[src/luma_cost_pkg.sv]
/*
 * Shared widths, APB register map, qp limits and the
 * H.264 forward quantizer multiplier table
 */
`default_nettype none

package luma_cost_pkg;

    // ------------------------------------------------------------------
    // Block and sample widths
    // ------------------------------------------------------------------
    localparam int PIX_W   = 8;
    localparam int RES_W   = 9;
    localparam int COEF_W  = 16;
    localparam int LEVEL_W = 16;
    localparam int COST_W  = 32;
    localparam int N_COEF  = 16;

    // ------------------------------------------------------------------
    // Quantization
    // ------------------------------------------------------------------
    localparam int QP_W = 6;
    localparam logic [QP_W-1:0] QP_MAX   = 6'd51;
    localparam logic [QP_W-1:0] QP_RESET = 6'd26;
    // Shift is QBITS_BASE + qp/6
    localparam int QBITS_BASE = 15;

    // Rows by qp%6, columns by position class (even/even, odd/odd, mixed)
    localparam logic [0:5][0:2][15:0] QUANT_MF = '{
        '{16'd13107, 16'd5243, 16'd8066},
        '{16'd11916, 16'd4660, 16'd7490},
        '{16'd10082, 16'd4194, 16'd6554},
        '{16'd9362,  16'd3647, 16'd5825},
        '{16'd8192,  16'd3355, 16'd5243},
        '{16'd7282,  16'd2893, 16'd4559}
    };

    // ------------------------------------------------------------------
    // APB register map
    // ------------------------------------------------------------------
    localparam int PADDR_W = 4;
    localparam int PDATA_W = 32;
    localparam int CNT_W   = 32;
    localparam logic [PADDR_W-1:0] ADDR_QP       = 4'h0;
    localparam logic [PADDR_W-1:0] ADDR_BLK_CNT  = 4'h4;
    localparam logic [PADDR_W-1:0] ADDR_COST_TOT = 4'h8;
    localparam logic [PADDR_W-1:0] ADDR_CLEAR    = 4'hC;

endpackage

`default_nettype wire

[src/cost_regs_apb.sv]
/*
 * APB slave: qp register with clamping, block count and total
 * energy accumulators, clear strobe and slave error decode
 */
`timescale 1ns/100ps
`default_nettype none

module cost_regs_apb (
    input  logic clk,
    input  logic rst_n,
    input  logic [luma_cost_pkg::PADDR_W-1:0] paddr,
    input  logic psel,
    input  logic penable,
    input  logic pwrite,
    input  logic [luma_cost_pkg::PDATA_W-1:0] pwdata,
    output logic [luma_cost_pkg::PDATA_W-1:0] prdata,
    output logic pready,
    output logic pslverr,
    input  logic out_valid,
    input  logic [luma_cost_pkg::COST_W-1:0] cost,
    output logic [luma_cost_pkg::QP_W-1:0] qp
);
    import luma_cost_pkg::*;

    logic             access;
    logic             hit_qp;
    logic             hit_cnt;
    logic             hit_tot;
    logic             hit_clr;
    logic             qp_wr;
    logic             clr_wr;
    logic [CNT_W-1:0] blk_cnt;
    logic [CNT_W-1:0] cost_tot;

    // ------------------------------------------------------------------
    // Decode, access phase only
    // ------------------------------------------------------------------
    assign access  = psel && penable;
    assign hit_qp  = (paddr == ADDR_QP);
    assign hit_cnt = (paddr == ADDR_BLK_CNT);
    assign hit_tot = (paddr == ADDR_COST_TOT);
    assign hit_clr = (paddr == ADDR_CLEAR);
    assign qp_wr   = access && pwrite && hit_qp;
    assign clr_wr  = access && pwrite && hit_clr;

    // Zero wait states
    assign pready = 1'b1;

    // Unmapped address, or write to a read-only register
    assign pslverr = access && (!(hit_qp || hit_cnt || hit_tot || hit_clr)
                                || (pwrite && (hit_cnt || hit_tot)));

    // Read mux, clear address reads as zero
    always_comb begin
        case (paddr)
            ADDR_QP:       prdata = PDATA_W'(qp);
            ADDR_BLK_CNT:  prdata = PDATA_W'(blk_cnt);
            ADDR_COST_TOT: prdata = PDATA_W'(cost_tot);
            default:       prdata = '0;
        endcase
    end

    // ------------------------------------------------------------------
    // qp register and running totals
    // ------------------------------------------------------------------
    always_ff @(posedge clk or negedge rst_n) begin
        if (!rst_n) begin
            qp <= QP_RESET;
        end else if (qp_wr) begin
            // Values above QP_MAX saturate
            qp <= (pwdata > PDATA_W'(QP_MAX)) ? QP_MAX : pwdata[QP_W-1:0];
        end
    end

    // Clear wins over a block finishing on the same edge
    always_ff @(posedge clk or negedge rst_n) begin
        if (!rst_n) begin
            blk_cnt  <= '0;
            cost_tot <= '0;
        end else if (clr_wr) begin
            blk_cnt  <= '0;
            cost_tot <= '0;
        end else if (out_valid) begin
            blk_cnt  <= blk_cnt + 1'b1;
            // Wraps in 32 bits
            cost_tot <= cost_tot + CNT_W'(cost);
        end
    end

    // Access phase must follow a setup cycle with psel held and penable low
    a_apb_setup: assert property (
        @(posedge clk) disable iff (!rst_n) penable |-> psel && $past(psel && !penable)
    );

endmodule

`default_nettype wire

[config.mk]
export PLATFORM = sky130hd
export DESIGN_NAME = cost_regs_apb
export DESIGN_NICKNAME = d
export VERILOG_FILES = /design/src/luma_cost_pkg.sv /design/src/cost_regs_apb.sv
export SDC_FILE = /design/constraint.sdc
export NUM_CORES = 1
export LEC_CHECK = 0
export BUFFER_PORTS_ARGS = -buffer_cell sky130_fd_sc_hd__buf_2
export CAP_MARGIN = 20
export CORE_MARGIN = 3
export CORE_UTILIZATION = 60
export DETAILED_ROUTE_END_ITERATION = 16
export GPL_TIMING_DRIVEN = 0
export PLACE_DENSITY = 0.87
export SETUP_SLACK_MARGIN = 0.4
export SLEW_MARGIN = 25
export SYNTH_ARGS = -nofsm -noshare
export SYNTH_HDL_FRONTEND = slang
export SYNTH_SLANG_ARGS = --single-unit
[constraint.sdc]
create_clock -name clk -period 5.8 [get_ports clk]
set_input_delay 0 -clock clk [delete_from_list [all_inputs] [get_ports clk]]
set_output_delay 0 -clock clk [all_outputs]
set_load 0.05 [all_outputs]
After elaboration in Yosys (flattened, before gate mapping)
Index checks and enable logic that the tools add are counted.

Flip-flop bits (word level): 70. Bits of input ports: 74. Output and inout port bits: 40. Word-level logic and storage cells: 29.

Add/sub/neg operators: 2. Order comparisons: 1. Equality and inequality tests: 3. Mux-type cells: 6. Reductions and logical operators: 14.

Operators with widths (count): 2-to-1 mux 32 bit (4); one-hot mux 32 bit (3 select lines) (1); adder 32 x 1 -> 32 bit (second input constant) (1); adder 32 bit (1); > comparator 32 x 6 -> 1 bit (second input constant) (1); == test 4 bit (second input constant) (2); logical AND 1 bit (6); 2-to-1 mux 6 bit (1); logical OR 1 bit (5); == test 4 x 3 -> 1 bit (second input constant) (1); zero test 4 bit (1); nonzero test 2 bit (1); zero test 1 bit (1).

Depth between registers and ports, before layout
Depth after elaboration: 7. Depth in mapped cells: 12. Depth with buffers taken out: 12.

Worst setup path after synthesis
Ideal clock, no wire load.

Path kind: flip-flop to flip-flop. Start point: reg cost_tot[0]. End point: reg cost_tot[26]. Setup time: 0.120 ns. Data arrival time: 2.338 ns. Data required time: 5.680 ns. Slack: 3.342 ns. Stages on the path, launching flop included: 13. Path buffers: 0. Period minus slack after synthesis: 2.458 ns. Cell sequence: dfrtp_1 ha_1 inv_1 fa_1 nor2b_1 o21a_2 o21ai_4 a211oi_4 o21ai_2 a21oi_1 a41oi_1 mux2i_1 a31o_1.

Word-level cells in the longest chain between the ends: 3.

Ends and longest elaborated chain: start, declared (RTL line cost_regs_apb.sv:33) `logic [CNT_W-1:0] cost_tot;`; start signal, assigned (RTL line cost_regs_apb.sv:86) `cost_tot <= cost_tot + CNT_W'(cost);`; adder 32 bit (RTL line cost_regs_apb.sv:86); 2-to-1 mux 32 bit (RTL line cost_regs_apb.sv:83) `end else if (out_valid) begin`; 2-to-1 mux 32 bit (RTL line cost_regs_apb.sv:80) `end else if (clr_wr) begin`.

No other way between the ends. The select of a mux whose other input is x is not followed. A chain may end at the register's enable or synchronous reset.

Final worst setup path
Ends and elaborated chain as after synthesis.

==> key figures <==
CTS
  • Post-CTS sizing: 0
  • Postcts setup bufs: 0
  • Clock buffer depth: 2
  • TritonCTS buffer count: 9
  • Clock-pin slew on the worst setup and hold paths: 0.08 ns
  • Clk root buf: clkbuf_8
  • CTS tree: built
  • CTS sink cnt: 70
  • Clk_lat worst skew: 0.37 ns
  • Max H-tree Level: 3

Min path
  • Worst Hold Depth: 3
  • Min-delay src: paddr[3]
  • Hold Path End: qp[4]$_DFFE_PN1P_
  • Type of the worst min-delay path: in -> reg

Logic synthesis
  • Yosys Warn Count: 0
  • Flops & latches, synth: 70
  • Syn nets: 705
  • Number of synthesized flops with an enable pin: 0
  • Synthesized area per cell: 8.779 sq um
  • Main synth FF type: dfrtp_1
  • Area leader, netlist: dfrtp_1
  • Post-synth top area share: about a third
  • Synth top area cells: dfrtp_1 32%, ha_1 7.6%, nor2_1 6.3%, mux2i_1 5.5%, a22o_1 4.3%
  • Post-Synthesis Cells: 598
  • Mapped cell area: 5250 sq um
  • Seq/Total Area, Yosys: 33.44%
  • Netlist cell types: 66
  • Post-synth ARST share: 100.0%

STA
  • Hold Fails Final Rpt: 0
  • Final worst slack: 2.903 ns
  • Worst slew pin tran: 0.7973 ns
  • Clk_skew: approximately 0.018 ns
  • Tcrit/Tclk final: 49.95%
  • Relative slew slack: 46.85%
  • RSZ-0062 raised after global routing: false
  • Slew Limit Fails: 0
  • Post-layout minimum cycle time: 2.897 ns
  • Fmax: 345.1 MHz
  • Final hold slack: 0.04435 ns
  • Endpoints failing setup: 0
  • Sum Neg Setup Slack: 0 ns

Route
  • TritonRoute pass-1 iters: 7
  • Remaining DRCs: 0
  • Post-route ant nets: 0
  • Wire length per cell: 18.63 um
  • Via count of the routed design: 5202
  • Avg Vias per Cell: 6.208
  • WL final: 15610 um
  • DR iter-0 viols: 337

Placed design
  • Port Buffers: 111
  • Post-DP HPWL: 11970 um
  • DP Worst Slack: between 2 and 3 ns
  • GP Congestion: 0.9287

GRT
  • GR Overflow Total: 0
  • First-pass GRT wire length: 25220 um
  • Initial antenna violation count: 0
  • GRT Total Usage: between 30% and 40%
  • Number of global-route vias before repair: 5087
  • Largest net degree at the start of global routing: 50

Floorplan
  • Io pins: 114
  • Die Height: 99.54 um
  • Core Area: 8341 sq um
  • Die Width: roughly 100 um
  • Initial core utilization: 62.95%
  • Row count: 33
  • Die ar.: 9908 sq um

Setup path
  • Element type at the critical path start: flop
  • Slowest-stage cell, CP: fa_1
  • WP data arrival: 3.15 ns
  • Worst setup EP type: flop
  • Crit path largest cell delay: a little over 0.4 ns
  • Crit path cell chain: ha_1, inv_1, fa_1, nor2b_1, o21a_2, o21ai_4, a211oi_4, o21ai_2, a21oi_1, a41oi_1, mux2i_1, a31o_1
  • Worst path top cell family by delay: compound AO/OA/AOI/OAI gates
  • WS Path Type: reg -> reg
  • Critical R2R Launch: cost_tot[0]$_DFFE_PN0P_
  • Worst reg-to-reg path cell count: 12
  • Crit path buffers/inverters: 1
  • R2r endpoint: cost_tot[26]$_DFFE_PN0P_
  • Crit-path max FO: 4
  • Reg2Reg Setup Slack: 2.90 ns
  • Worst EP required: approximately 6.1 ns

Final layout
  • Antenna cells: 0
  • Layout Utilization: 74.53%
  • Area Overhead vs Synth: 18.40%
  • Fin nets: between 800 and 900
  • Share of layout cells above drive strength 1: about 21%

Pwr
  • Pleak: 0.003038 uW
  • VDD IR max: roughly 0.00029 V
  • PwrDens: 435.2 nW/um^2

Outcome
  • Status: completed

Flow run
  • MaxCap Viol Count: 0
## Yosys cell counts (2+ instances only)
master    number
and4_1         3
a211oi_1       5
nand2_1       37
xor2_1        24
or3_1          9
clkbuf_1      15
o21bai_1       3
o21ai_0       16
and3_1         8
o21a_1         2
a31o_1         2
o22a_1         4
ha_1          32
nand3b_1       5
o22ai_1        2
mux2i_1       29
nor3_2         3
o211ai_1       3
nor3_1         7
nor4_1         6
nor2b_1       10
dfstp_2        3
a31oi_1        5
nand3_1       22
inv_1         13
or2_2          2
xnor2_1       23
or3b_1         2
nand4_1       11
a22o_1        26
o21ai_2        2
buf_1          7
nand2b_1       8
and2_1         3
a21o_1        14
o211a_1        2
o21ai_1        7
nor2_1        88
a21oi_1       42
dfrtp_1       67
## through the flow
step / power [uW] / cell area, sq um / std cells
3_3_place_gp: 2206 / 5937 / 814
5_1_grt: 2889 / 6216 / 838
6_report: 2705 / 6216 / 838
3_5_place_dp: 2282 / 5972 / 815
4_1_cts: 2660 / 6216 / 838
2_1_floorplan: 1926 / 5250 / 598
## worst register-to-register path, cell delays in order (launching register included)
cell and delay, ns:
dfrtp_1 0.39, ha_1 0.19, inv_1 0.06, fa_1 0.41
nor2b_1 0.14, o21a_2 0.16, o21ai_4 0.08, a211oi_4 0.30
o21ai_2 0.14, a21oi_1 0.38, a41oi_1 0.20, mux2i_1 0.15
a31o_1 0.19
## layout by cell type (no fill, tap or decap), types with 6 or more instances in the layout
master / instances
clkbuf_1: 16
nor2b_1: 10
o21ai_0: 16
nor3_1: 7
clkbuf_8: 9
buf_1: 7
mux2i_1: 29
nand2b_1: 8
xnor2_1: 23
nor2_1: 88
o21ai_1: 7
dlygate4sd3_1: 7
a22o_1: 26
xor2_1: 24
or3_1: 9
ha_1: 32
inv_1: 13
a21o_1: 14
a21oi_1: 42
nor4_1: 6
nand2_1: 37
dfrtp_1: 67
and3_1: 8
nand3_1: 22
buf_2: 110
nand4_1: 11
## worst max-delay path by stage
| stage | cells after the start | startpoint | endpoint | slack [ns] |
|---|---|---|---|---|
| finish | 12 | cost_tot[0]$_DFFE_PN0P_ | cost_tot[26]$_DFFE_PN0P_ | 2.90 |
| CTS | 12 | cost_tot[0]$_DFFE_PN0P_ | cost_tot[26]$_DFFE_PN0P_ | 2.95 |
| detailed placement | 12 | cost_tot[0]$_DFFE_PN0P_ | cost_tot[26]$_DFFE_PN0P_ | 2.97 |
| floorplan | 12 | cost_tot[0]$_DFFE_PN0P_ | cost_tot[26]$_DFFE_PN0P_ | 3.34 |
| global route | 12 | cost_tot[0]$_DFFE_PN0P_ | cost_tot[26]$_DFFE_PN0P_ | 2.72 |
| global placement | 12 | cost_tot[0]$_DFFE_PN0P_ | cost_tot[26]$_DFFE_PN0P_ | 3.02 |
## cell type report
cell class	count	area, sq um
fill	624	2125
tap	105	131.4
timing repair buffer	119	655.6
clock inverter	6	46.29
inverter	13	48.80
buffer	23	90.09
multi-input combinational	492	3361
sequential	70	1755
clock buffer	10	127.6
## where the power goes
part	leakage, uW	switching [uW]	internal [uW]	total (uW)
Sequential	0.000879	199	641	839
Clock	0.0000829	207	157	364
Combinational	0.00208	870	632	1500
## cell families (layout without fill, tap and decap cells)
family          count (synthesis)  in the layout  synth area share [%]
mux                            29             29                 5.529
flops                          70             70                 33.44
simple gates                  231            231                 21.83
fa+ha+maj                      33             33                 8.008
xor+xnor                       47             47                 7.841
compound gates                151            151                 20.64
buf+inv                        36            171                 2.646
other cells                     1              1               0.07143
## metal layers
metal / global-route usage, % / part of all wire (%) / up-vias
met5: 0 / 0 / -
met4: 9.139 / 2.1 / 0
met3: 8.065 / 9.1 / 44
met2: 52.69 / 48 / 247
met1: 41.94 / 41 / 2488
li1: - / - / 2423
## sequential cells by signal (all words and copies together) (netlist names)
| signal | count |
|---|---|
| blk_cnt | 32 |
| qp | 6 |
| cost_tot | 32 |
## repair_timing
| action | CTS | global route |
|---|---|---|
| setup endpoints to repair | 0 | 0 |
| hold buffers | 7 | 0 |
| hold endpoints to repair | 73 | 0 |
(Power assumes the default switching activity.)
