--- src/luma_cost_pkg.sv ---
/*
 * Shared widths, APB register map, qp limits and the
 * H.264 forward quantizer multiplier table
 */
`default_nettype none

package luma_cost_pkg;

    // ------------------------------------------------------------------
    // Block and sample widths
    // ------------------------------------------------------------------
    localparam int PIX_W   = 8;
    localparam int RES_W   = 9;
    localparam int COEF_W  = 16;
    localparam int LEVEL_W = 16;
    localparam int COST_W  = 32;
    localparam int N_COEF  = 16;

    // ------------------------------------------------------------------
    // Quantization
    // ------------------------------------------------------------------
    localparam int QP_W = 6;
    localparam logic [QP_W-1:0] QP_MAX   = 6'd51;
    localparam logic [QP_W-1:0] QP_RESET = 6'd26;
    // Shift is QBITS_BASE + qp/6
    localparam int QBITS_BASE = 15;

    // Rows by qp%6, columns by position class (even/even, odd/odd, mixed)
    localparam logic [0:5][0:2][15:0] QUANT_MF = '{
        '{16'd13107, 16'd5243, 16'd8066},
        '{16'd11916, 16'd4660, 16'd7490},
        '{16'd10082, 16'd4194, 16'd6554},
        '{16'd9362,  16'd3647, 16'd5825},
        '{16'd8192,  16'd3355, 16'd5243},
        '{16'd7282,  16'd2893, 16'd4559}
    };

    // ------------------------------------------------------------------
    // APB register map
    // ------------------------------------------------------------------
    localparam int PADDR_W = 4;
    localparam int PDATA_W = 32;
    localparam int CNT_W   = 32;
    localparam logic [PADDR_W-1:0] ADDR_QP       = 4'h0;
    localparam logic [PADDR_W-1:0] ADDR_BLK_CNT  = 4'h4;
    localparam logic [PADDR_W-1:0] ADDR_COST_TOT = 4'h8;
    localparam logic [PADDR_W-1:0] ADDR_CLEAR    = 4'hC;

endpackage

`default_nettype wire

--- src/residual_stage.sv ---
/*
 * Residual stage: original minus prediction for all sixteen
 * samples, registered with a one-cycle valid
 */
`timescale 1ns/100ps
`default_nettype none

module residual_stage (
    input  logic clk,
    input  logic rst_n,
    input  logic in_valid,
    input  logic [luma_cost_pkg::N_COEF*luma_cost_pkg::PIX_W-1:0] orig,
    input  logic [luma_cost_pkg::N_COEF*luma_cost_pkg::PIX_W-1:0] pred,
    output logic res_valid,
    output logic [luma_cost_pkg::N_COEF*luma_cost_pkg::RES_W-1:0] res
);
    import luma_cost_pkg::*;

    // Signed differences, range -255..255
    logic signed [RES_W-1:0] diff [N_COEF];

    always_comb begin
        for (int i = 0; i < N_COEF; i++) begin
            // Zero-extend both pixels before subtracting
            diff[i] = $signed({1'b0, orig[i*PIX_W +: PIX_W]})
                    - $signed({1'b0, pred[i*PIX_W +: PIX_W]});
        end
    end

    // Valid pipe
    always_ff @(posedge clk or negedge rst_n) begin
        if (!rst_n) begin
            res_valid <= 1'b0;
        end else begin
            res_valid <= in_valid;
        end
    end

    // Residual payload, loaded only with a block
    always_ff @(posedge clk) begin
        if (in_valid) begin
            for (int i = 0; i < N_COEF; i++) begin
                res[i*RES_W +: RES_W] <= diff[i];
            end
        end
    end

endmodule

`default_nettype wire

--- config.mk ---
export PLATFORM = sky130hd
export DESIGN_NAME = residual_stage
export DESIGN_NICKNAME = d
export VERILOG_FILES = /design/src/luma_cost_pkg.sv /design/src/residual_stage.sv
export SDC_FILE = /design/constraint.sdc
export NUM_CORES = 1
export LEC_CHECK = 0
export ABC_CLOCK_PERIOD_IN_PS = 800
export BUFFER_PORTS_ARGS = -buffer_cell sky130_fd_sc_hd__buf_2
export CAP_MARGIN = 20
export CORE_AREA = 2 2 158 160
export DETAILED_ROUTE_END_ITERATION = 6
export DIE_AREA = 0 0 160 162
export GPL_TIMING_DRIVEN = 0
export PLACE_DENSITY = 0.69
export SYNTH_ARGS = -nofsm -noshare
export SYNTH_HDL_FRONTEND = slang
export SYNTH_SLANG_ARGS = --single-unit
--- constraint.sdc ---
create_clock -name clk -period 0.8 [get_ports clk]
set_clock_uncertainty 0.15 [all_clocks]
set_input_delay 0.24 -clock clk [delete_from_list [all_inputs] [get_ports clk]]
set_output_delay 0.24 -clock clk [all_outputs]
set_load 0.01 [all_outputs]
## Yosys cells after proc, flatten, opt, wreduce, memory -nomap -nowiden

Index checks and enable logic that the tools add are counted.

- Flip-flop bits (word level): 145
- Input bits: 259
- Output and inout bits: 145
- Word-level logic and storage cells: 18

- Add/sub/neg operators: 16

Operators by type and width:

| cell | count |
|---|---|
| 8-bit by 8-bit subtractor with 9-bit output | 16 |

## Longest topological paths before layout

Gate-level depths: netlist of the first run.

- Depth in word-level cells: 1
- Depth in mapped cells: 8
- Depth with buffers taken out: 8

## Worst setup path after synthesis of the first run

No wires, ideal clock.

- Path kind: input-to-reg
- Start: input orig[112] (netlist bit)
- End: register res[134] (netlist bit) (data pin)
- Library setup time: 0.257 ns
- Data arrival time: 1.484 ns
- Data required time: 0.393 ns
- Path slack: -1.091 ns
- Stages: 8
- Path through: inv_1 ha_1 fa_1 nor2b_1 o21ai_1 a21boi_1 o21ai_0 o2bb2ai_1

RTL lines:

| element | RTL line | source |
|---|---|---|
| from (decl) | residual_stage.sv:12 | `input logic [luma_cost_pkg::N_COEF*luma_cost_pkg::PIX_W-1:0] orig,` |
| to (signal, indexed assignment) | residual_stage.sv:43 | `res[i*RES_W +: RES_W] <= diff[i];` |
| to (decl) | residual_stage.sv:15 | `output logic [luma_cost_pkg::N_COEF*luma_cost_pkg::RES_W-1:0] res` |

==> key figures, run 1 <==
Yosys
  – Mapped Area: 9790 um^2
  – Synth warn: 0
  – Seq/Total Area, Yosys: 44.4%
  – Netlist cell types: 32
  – Synth Flop Type: edfxtp_1
  – Share of the synthesized area in the top cell type: 44.2%
  – Mapped Nets: 1297
  – Post-synth EDFFs: 144
  – Flops & latches, synth: 145
  – Synth area leader: edfxtp_1
  – Mean Syn Cell Area: 11.0 um^2
  – Area contributors post-synth: edfxtp_1 (44%), ha_1 (16%), inv_1 (7.2%), xnor2_1 (4.7%), fa_1 (3.3%)
  – Gate Count Post-Synth: 894
  – Asr flop ratio synth: 0.690%

Clocking
  – CTS buffer count: 17
  – Worst-case clock buffer depth: 2
  – CTS tree: done
  – Clock transition at path regs: 0.06 ns
  – Htree depth: 4
  – # hold bufs at CTS: 1
  – Root Driver: clkbuf_16
  – Sink Count: 145

Floorplanning
  – I/O Pins: 404
  – Die area: 25900 um^2
  – Total core area: 24100 um^2
  – Chip width: 160 um
  – Rows: 57
  – Initial Util: 40.6%
  – Die H: 162 um

Global routing
  – Initial antenna violation count: 7
  – Largest net degree at the start of global routing: 41
  – Total grt overflow: 0
  – Vias in the first global route: 8453
  – Total track usage: 20.7%
  – Global-route wire length before repair: 42.2 mm

Drt
  – Via count: 8300
  – Antenna-violating nets left: 0
  – DRT iter0 DRCs: 362
  – DRC Markers: 0
  – DR pass1 iterations: 4
  – Via/cell ratio: 4.79
  – DRT Wirelength: 28.1 mm
  – Average wire per standard cell: 16.2 um

Cells and area
  – Share of layout cells above drive strength 1: 54.1%
  – Final net count: 1794
  – Layout Utilization: 66.4%
  – Area delta synth->final: 63.6%
  – Finished Layout Cells: 1732

Worst setup path
  – Required time worst endpoint: 0.81 ns
  – CP startpoint kind: input pin
  – Worst Setup SP: orig[112]
  – Worst-path maximum fanout: 3
  – Crit path DAT: 1.55 ns
  – Worst setup endpoint: res[134]
  – Critical path class: in -> reg
  – Critical Path End Type: flop

Timing
  – Final hold vios: 1
  – Final setup margin: -0.739 ns
  – Crit share post-route: 192%
  – Worst slew pin tran: 0.290 ns
  – Fmax achieved: 650 MHz
  – Setup TNS: -132.84 ns
  – Fin. max-slew vios: 0
  – Worst slew margin: 80.5%
  – RSZ-0062 raised after global routing: yes
  – Hold Worst Slack: -0.0157 ns
  – Final worst path period need: 1.54 ns
  – Final setup viols: 273

Placed design
  – GP Congestion: 0.826
  – Buffers on Ports: 403
  – Post-DP HPWL: 20.1 mm
  – Setup WS pre-CTS: -1.30 ns
  – Cells after DPL: 1622

Outcome
  – Status: finished with violations
  – Failing checks: hold timing, setup timing

Pwr
  – Pwr/cell area: 1720 nW/um^2
  – Leakage: 7.23 nW
  – Worst VDD drop: 1250 uV

Flow run
  – Max-cap violations: 0

Worst hold path
  – Hold WC Path Type: in -> async
==> sequential cells by signal, indices dropped and copies added, names as in the netlist <==
signal / count
res: 144
res_valid: 1
==> cell families after synthesis <==
group           count (synthesis)  share of synthesized area [%]
flops                         145                           44.4
fa+ha+maj                     144                           19.6
buf+inv                       187                           7.17
compound gates                189                           14.2
xor+xnor                       72                           6.44
simple gates                  157                           8.14
==> report_power, final <==
| group | internal (mW) | switching, mW | leakage [nW] |
|---|---|---|---|
| Sequential | 9.81 | 0.268 | 1.42 |
| Clock | 5.22 | 3.35 | 0.285 |
| Combinational | 4.63 | 4.31 | 5.52 |
==> Yosys cell counts, types with 10 or more instances <==
master,count
a21boi_1,10
a21oi_1,32
edfxtp_1,144
fa_1,16
ha_1,128
inv_1,187
nand2_1,17
nor2_1,71
nor2b_1,29
nor3_1,10
o211ai_1,12
o21a_1,41
o21ai_0,17
o2bb2ai_1,15
o31a_1,15
xnor2_1,53
xor2_1,19
==> metrics by stage <==
| step | area (um^2) | power [mW] |
|---|---|---|
| final | 16000 | 27.6 |
| after global routing | 16000 | 29.0 |
| after CTS | 15400 | 27.1 |
| after detailed placement | 13400 | 17.5 |
| after global placement | 13300 | 17.4 |
| after floorplan | 10900 | 14.6 |
==> critical path, cell delays in order <==
cell       delay, ns
buf_8           0.09
inv_12          0.03
ha_4            0.16
fa_2            0.37
nor2b_2         0.14
o21ai_2         0.07
a21boi_2        0.22
o21ai_2         0.09
o2bb2ai_1       0.13
==> routing by layer <==
metal	vias to the layer above	GRT usage [%]	routed length [um]
met5	-	0	0
met4	0	7.33	782
met3	49	5.16	1700
met2	296	39.2	15100
met1	3859	22.3	10400
li1	4096	-	-
==> worst min-delay path by stage <==
stage	startpoint	endpoint	slack [ns]	cells after the start
floorplan	rst_n	res_valid	-0.21	0
global placement	rst_n	res_valid	-0.13	1
detailed placement	rst_n	res_valid	-0.13	1
CTS	rst_n	res_valid	-0.05	2
global route	rst_n	res_valid	-0.04	2
finish	rst_n	res_valid	-0.02	2
==> area by class of cell <==
type,count,area [um^2]
fill,1838,8090
timing repair buffer,478,3540
clock buffer,18,429
tap,324,405
clock inverter,12,185
antenna,6,15.0
multi-input combinational,562,6000
inverter,187,1090
sequential,145,4350
==> layout by cell type (no fill, tap or decap), types with 7 or more instances in the layout <==
cell       netlist  final
buf_2            0    319
edfxtp_1       144    144
inv_1          187    136
buf_6            0     78
nor2_1          71     65
ha_1           128     63
ha_4             0     57
xnor2_1         53     45
o21a_1          41     41
buf_4            0     35
buf_8            0     31
o21ai_2          6     25
a21oi_1         32     24
inv_12           0     21
nor2b_4          2     19
xor2_1          19     19
clkbuf_16        0     19
nand2_1         17     16
fa_2             0     16
o31a_1          15     15
a21boi_2         0     14
o2bb2ai_1       15     13
o211ai_1        12     12
inv_8            0     11
nor2b_2          0     11
nor3_1          10     10
or3_1            9      9
xnor2_2          0      8
a21oi_2          0      8
ha_2             0      8
buf_12           0      8
inv_2            0      7
==> repair_timing <==
item	in CTS	in global routing
endpoints found under the hold margin	1	1
resized for setup	244	99
gates cloned	2	2
pin swaps	129	117
buffers inserted	56	27
endpoints found under the setup margin	418	305
No activity file was read; power rests on OpenSTA's default activity.
==> run 2: changes to the inputs <==
--- a/config.mk
+++ b/config.mk
@@ -13,6 +13,7 @@
 export DIE_AREA = 0 0 160 162
 export GPL_TIMING_DRIVEN = 0
 export PLACE_DENSITY = 0.69
+export RECOVER_POWER = 25
 export SYNTH_ARGS = -nofsm -noshare
 export SYNTH_HDL_FRONTEND = slang
 export SYNTH_SLANG_ARGS = --single-unit
==> run 2 against run 1 <==
  * The run still ends with hold timing, setup timing left
  * Largest cell class unchanged
  * Largest power group unchanged
  * Critical endpoint is now res[96]
  * Total power is essentially flat
  * Wire length is essentially flat
  * Design area shrank 0.24%
  * Core utilization shrank 0.16 points
  * First-iteration DRC count is the same
==> key figures, run 2 (synthesis results as in run 1) <==
Timing
  – Final setup viols: 352
  – Final hold vios: 1
  – Fin. max-slew vios: 0
  – Crit share post-route: 195%
  – Fmax achieved: 641 MHz
  – RSZ-0062 raised after global routing: yes
  – Hold Worst Slack: -0.0155 ns
  – Final worst path period need: 1.56 ns
  – Final setup margin: -0.760 ns
  – Worst slew margin: 68.2%
  – Worst slew pin tran: 0.477 ns

Floorplanning
  – Initial Util: 40.6%
  – Chip width: 160 um
  – I/O Pins: 404
  – Die H: 162 um
  – Die area: 25900 um^2
  – Total core area: 24100 um^2
  – Rows: 57

Cells and area
  – Area delta synth->final: 63.2%
  – Largest register FFs: 144
  – Most frequent cells in the layout: buf_2 (319), edfxtp_1 (144), inv_1 (136)
  – Largest regs: res x144, res_valid x1
  – Share of layout cells above drive strength 1: 54.0%
  – Commonest non-fill, non-tap cell in the layout: buf_2
  – Final net count: 1794
  – Biggest register: res

Global routing
  – Initial antenna violation count: 7
  – Total track usage: 20.7%
  – Total grt overflow: 0
  – Vias in the first global route: 8453
  – Global-route wire length before repair: 42.2 mm
  – Largest net degree at the start of global routing: 41

Worst setup path
  – CP startpoint kind: input pin
  – Crit path largest cell delay: 0.38 ns
  – Worst path cell trace: clkbuf_1 -> inv_8 -> ha_4 -> fa_2 -> nor2b_4 -> o21ai_2 -> nand2b_4 -> a311oi_4 -> xnor2_1
  – Worst-path maximum fanout: 2
  – Critical path class: in -> reg
  – Required time worst endpoint: 0.81 ns
  – CP max-delay cell: fa_2
  – Crit path DAT: 1.57 ns
  – Critical Path End Type: flop

Clocking
  – CTS tree: done
  – # hold bufs at CTS: 1
  – Clock transition at path regs: 0.06 ns
  – CTS buffer count: 17
  – Sink Count: 145
  – Worst-case clock buffer depth: 2
  – Htree depth: 4
  – Root Driver: clkbuf_16

Pwr
  – Worst VDD drop: 1250 uV
  – Power, Total: 27.6 mW
  – Pwr/cell area: 1720 nW/um^2
  – Part of the power in registers: 36.6%
  – Sw Pwr: 7.93 mW
  – Clock power frac: 31.1%
  – Sw frac: 28.8%
  – Comb pwr share: 32.3%
  – Int Power: 19.6 mW
  – Leakage: 7.21 nW

Drt
  – DR pass1 iterations: 4
  – Via/cell ratio: 4.79
  – DRT iter0 DRCs: 362
  – Antenna-violating nets left: 0
  – Average wire per standard cell: 16.2 um
  – DRC Markers: 0
  – DRT Wirelength: 28.1 mm
  – Via count: 8296

Worst hold path
  – Hold WC Path Type: in -> async

Outcome
  – Failing checks: hold timing, setup timing
  – Status: finished with violations

Placed design
  – GP Congestion: 0.826
  – Setup WS pre-CTS: -1.30 ns
  – Post-DP HPWL: 20.1 mm
  – Buffers on Ports: 403

Flow run
  – Max-cap violations: 0
## run 2: cell types whose count changed in the layout (fill, tap and decap cells not counted), sizes merged
cell	before	now
buf	474	472
clkbuf	20	22
## run 2: critical path: cells and delay by family
kind                     cells  cell delay (ns)
XOR/XNOR                     1             0.14
AND/OR/NAND/NOR              2             0.23
buffers and inverters        2             0.24
adder cells (fa/ha/maj)      2             0.54
AO/OA/AOI/OAI                2             0.17
## run 2: final timing paths
path	start	endpoint	slack, ns	depth (start not counted)
min in group clk	pred[48]	res[54]	0.03	3
max in group asynchronous	rst_n	res_valid	0.43	2
max	orig[80]	res[96]	-0.76	9
min	rst_n	res_valid	-0.02	2
## run 2: cell type report
type | count | area, um^2
well taps | 324 | 405
clock buffers | 18 | 429
flip-flops and latches | 145 | 4350
multi-input cells | 562 | 6000
clock inverters | 12 | 185
diodes | 6 | 15.0
fillers | 1844 | 8130
inverters | 187 | 1090
repair buffers | 478 | 3500
## run 2: routing by layer
| metal | part of all wire (%) | global-route usage, % |
|---|---|---|
| met1 | 37 | 22.3 |
| met2 | 54 | 39.2 |
| met4 | 2.8 | 7.33 |
| met5 | 0 | 0 |
| met3 | 6.1 | 5.16 |
## run 2: stage by stage
| step | util, % | std cells | area, um^2 | hold WS [ns] | setup TNS [ns] |
|---|---|---|---|---|---|
| floorplan | - | 894 | 10900 | -0.206 | -90.08 |
| global route | 66.3 | 1732 | 16000 | -0.0385 | -155.36 |
| global placement | 55.3 | 1621 | 13300 | -0.134 | -501.10 |
| finish | 66.3 | 1732 | 16000 | -0.0155 | -145.01 |
| CTS | 63.9 | 1711 | 15400 | -0.0484 | -134.64 |
| detailed placement | 55.4 | 1622 | 13400 | -0.133 | -245.29 |
## run 2: what timing repair did
action                                  in CTS  in global routing
gates cloned                                 2                  2
endpoints found under the hold margin        1                  1
resized for setup                          244                 99
endpoints found under the setup margin     418                305
setup buffers                               56                 27
pin swaps                                  129                117
## run 2: power groups by stage
stage / Combinational (mW) / Clock, mW / Sequential, mW
finish: 8.92 / 8.57 / 10.1
global route: 9.70 / 9.04 / 10.2
CTS: 8.29 / 8.74 / 10.1
detailed placement: 7.30 / 0 / 10.2
global placement: 7.16 / 0 / 10.2
floorplan: 3.77 / 0 / 10.9
==> run 3: changes to the inputs <==
--- a/config.mk
+++ b/config.mk
@@ -14,6 +14,7 @@
 export GPL_TIMING_DRIVEN = 0
 export PLACE_DENSITY = 0.69
 export RECOVER_POWER = 25
+export SKIP_LAST_GASP = 1
 export SYNTH_ARGS = -nofsm -noshare
 export SYNTH_HDL_FRONTEND = slang
 export SYNTH_SLANG_ARGS = --single-unit
==> run 3 against run 2 <==
  * The run still ends with hold timing, setup timing left
  * Worst hold slack got worse by 0.0021 ns
  * Core utilization hardly changed
  * Setup slack gained 0.029 ns
  * Sequential power hardly changed
  * Clock power about the same
  * Global-route usage about the same
==> key figures, run 3 (synthesis results as in run 1) <==
Floorplanning
  – I/O Pins: 404
  – Total core area: 24100 um^2
  – Chip width: 160 um
  – Initial Util: 40.6%
  – Die H: 162 um
  – Rows: 57
  – Die area: 25900 um^2

Global routing
  – Total track usage: 20.7%
  – Global-route wire length before repair: 42.2 mm
  – Largest net degree at the start of global routing: 41
  – Vias in the first global route: 8443
  – Initial antenna violation count: 7
  – Total grt overflow: 0

Timing
  – Fin. max-slew vios: 0
  – Fmax achieved: 653 MHz
  – Worst slew margin: 68.5%
  – Hold Worst Slack: -0.0176 ns
  – Setup TNS: -143.31 ns
  – Final setup viols: 352
  – Final hold vios: 1
  – RSZ-0062 raised after global routing: yes
  – Final worst path period need: 1.53 ns
  – Worst slew pin tran: 0.472 ns
  – Crit share post-route: 191%
  – Final setup margin: -0.731 ns

Worst hold path
  – Hold WC Path Type: in -> async

Drt
  – DRC Markers: 0
  – DRT iter0 DRCs: 320
  – Via count: 8299
  – DRT Wirelength: 28.0 mm
  – Via/cell ratio: 4.79
  – DR pass1 iterations: 7
  – Average wire per standard cell: 16.2 um
  – Antenna-violating nets left: 0

Pwr
  – Pwr/cell area: 1720 nW/um^2
  – Worst VDD drop: 1260 uV
  – Leakage: 7.22 nW

Cells and area
  – Layout Utilization: 66.3%
  – Finished Layout Cells: 1732
  – Area delta synth->final: 63.2%
  – Final net count: 1794
  – Largest register FFs: 144
  – Biggest register: res
  – Share of layout cells above drive strength 1: 54.1%
  – Fillers: 1839
  – Most frequent cells in the layout: buf_2 (319), edfxtp_1 (144), inv_1 (136)
  – Largest regs: res x144, res_valid x1
  – Commonest non-fill, non-tap cell in the layout: buf_2

Clocking
  – Root Driver: clkbuf_16
  – # hold bufs at CTS: 1
  – CTS buffer count: 17
  – Sink Count: 145
  – Clock transition at path regs: 0.06 ns
  – Htree depth: 4
  – CTS tree: done
  – Worst-case clock buffer depth: 2

Worst setup path
  – Worst path buffer plus inverter count: 2
  – Worst-path maximum fanout: 3
  – CP max-delay cell: fa_2
  – CP startpoint kind: input pin
  – CP delay by family, top: adder cells
  – Required time worst endpoint: 0.81 ns
  – Most Frequent Cell on Critical Path: o21ai_2
  – Crit path largest cell delay: 0.37 ns
  – Worst path cell trace: buf_8 -> inv_12 -> ha_4 -> fa_2 -> nor2b_2 -> o21ai_2 -> a21boi_2 -> o21ai_2 -> o2bb2ai_1
  – Critical path class: in -> reg
  – Critical Path End Type: flop
  – Crit path DAT: 1.54 ns

Placed design
  – Setup WS pre-CTS: -1.30 ns
  – Cells after DPL: 1622
  – Buffers on Ports: 403
  – Post-DP HPWL: 20.1 mm
  – GP Congestion: 0.826

Outcome
  – Status: finished with violations
  – Failing checks: hold timing, setup timing

Flow run
  – Max-cap violations: 0
[run 3: power breakdown]
group / switching (mW) / internal [mW] / total, mW / leakage, nW
combinational: 4.30 / 4.61 / 8.91 / 5.51
clock: 3.35 / 5.22 / 8.57 / 0.285
sequential: 0.269 / 9.81 / 10.1 / 1.42
total: 7.92 / 19.6 / 27.6 / 7.22
[run 3: worst paths after layout]
path,from,end,slack (ns),depth (start not counted)
min,rst_n,res_valid,-0.02,2
max in group asynchronous,rst_n,res_valid,0.43,2
min in group clk,pred[48],res[54],0.03,3
max,orig[112],res[134],-0.73,9
[run 3: cell type report]
type / count / area [um^2] / share of cell area [%]
antenna: 6 / 15.0 / 0.0939
clock buffer: 18 / 429 / 2.68
clock inverter: 12 / 185 / 1.16
inverter: 187 / 1090 / 6.83
multi-input combinational: 562 / 6000 / 37.5
sequential: 145 / 4350 / 27.2
tap: 324 / 405 / 2.54
timing repair buffer: 478 / 3510 / 21.9
[run 3: repair_timing]
item | 4_1_cts | 5_1_grt
endpoints found under the hold margin | 1 | 1
pin swaps | 128 | 113
resized for setup | 241 | 101
cloned | 2 | 2
endpoints found under the setup margin | 418 | 305
setup buffers | 56 | 27
[run 3: routing by layer]
| metal | wire, um | GRT usage (%) | up-vias |
|---|---|---|---|
| li1 | - | - | 4096 |
| met1 | 10400 | 22.3 | 3860 |
| met2 | 15100 | 39.2 | 295 |
| met3 | 1700 | 5.13 | 48 |
| met4 | 783 | 7.37 | 0 |
| met5 | 0 | 0 | - |
[run 3: stage by stage]
stage	power [mW]	hold WS (ns)	area, um^2
2_1_floorplan	14.6	-0.206	10900
3_3_place_gp	17.4	-0.134	13300
3_5_place_dp	17.5	-0.133	13400
4_1_cts	27.1	-0.0484	15400
5_1_grt	28.9	-0.0397	16000
6_report	27.6	-0.0176	16000
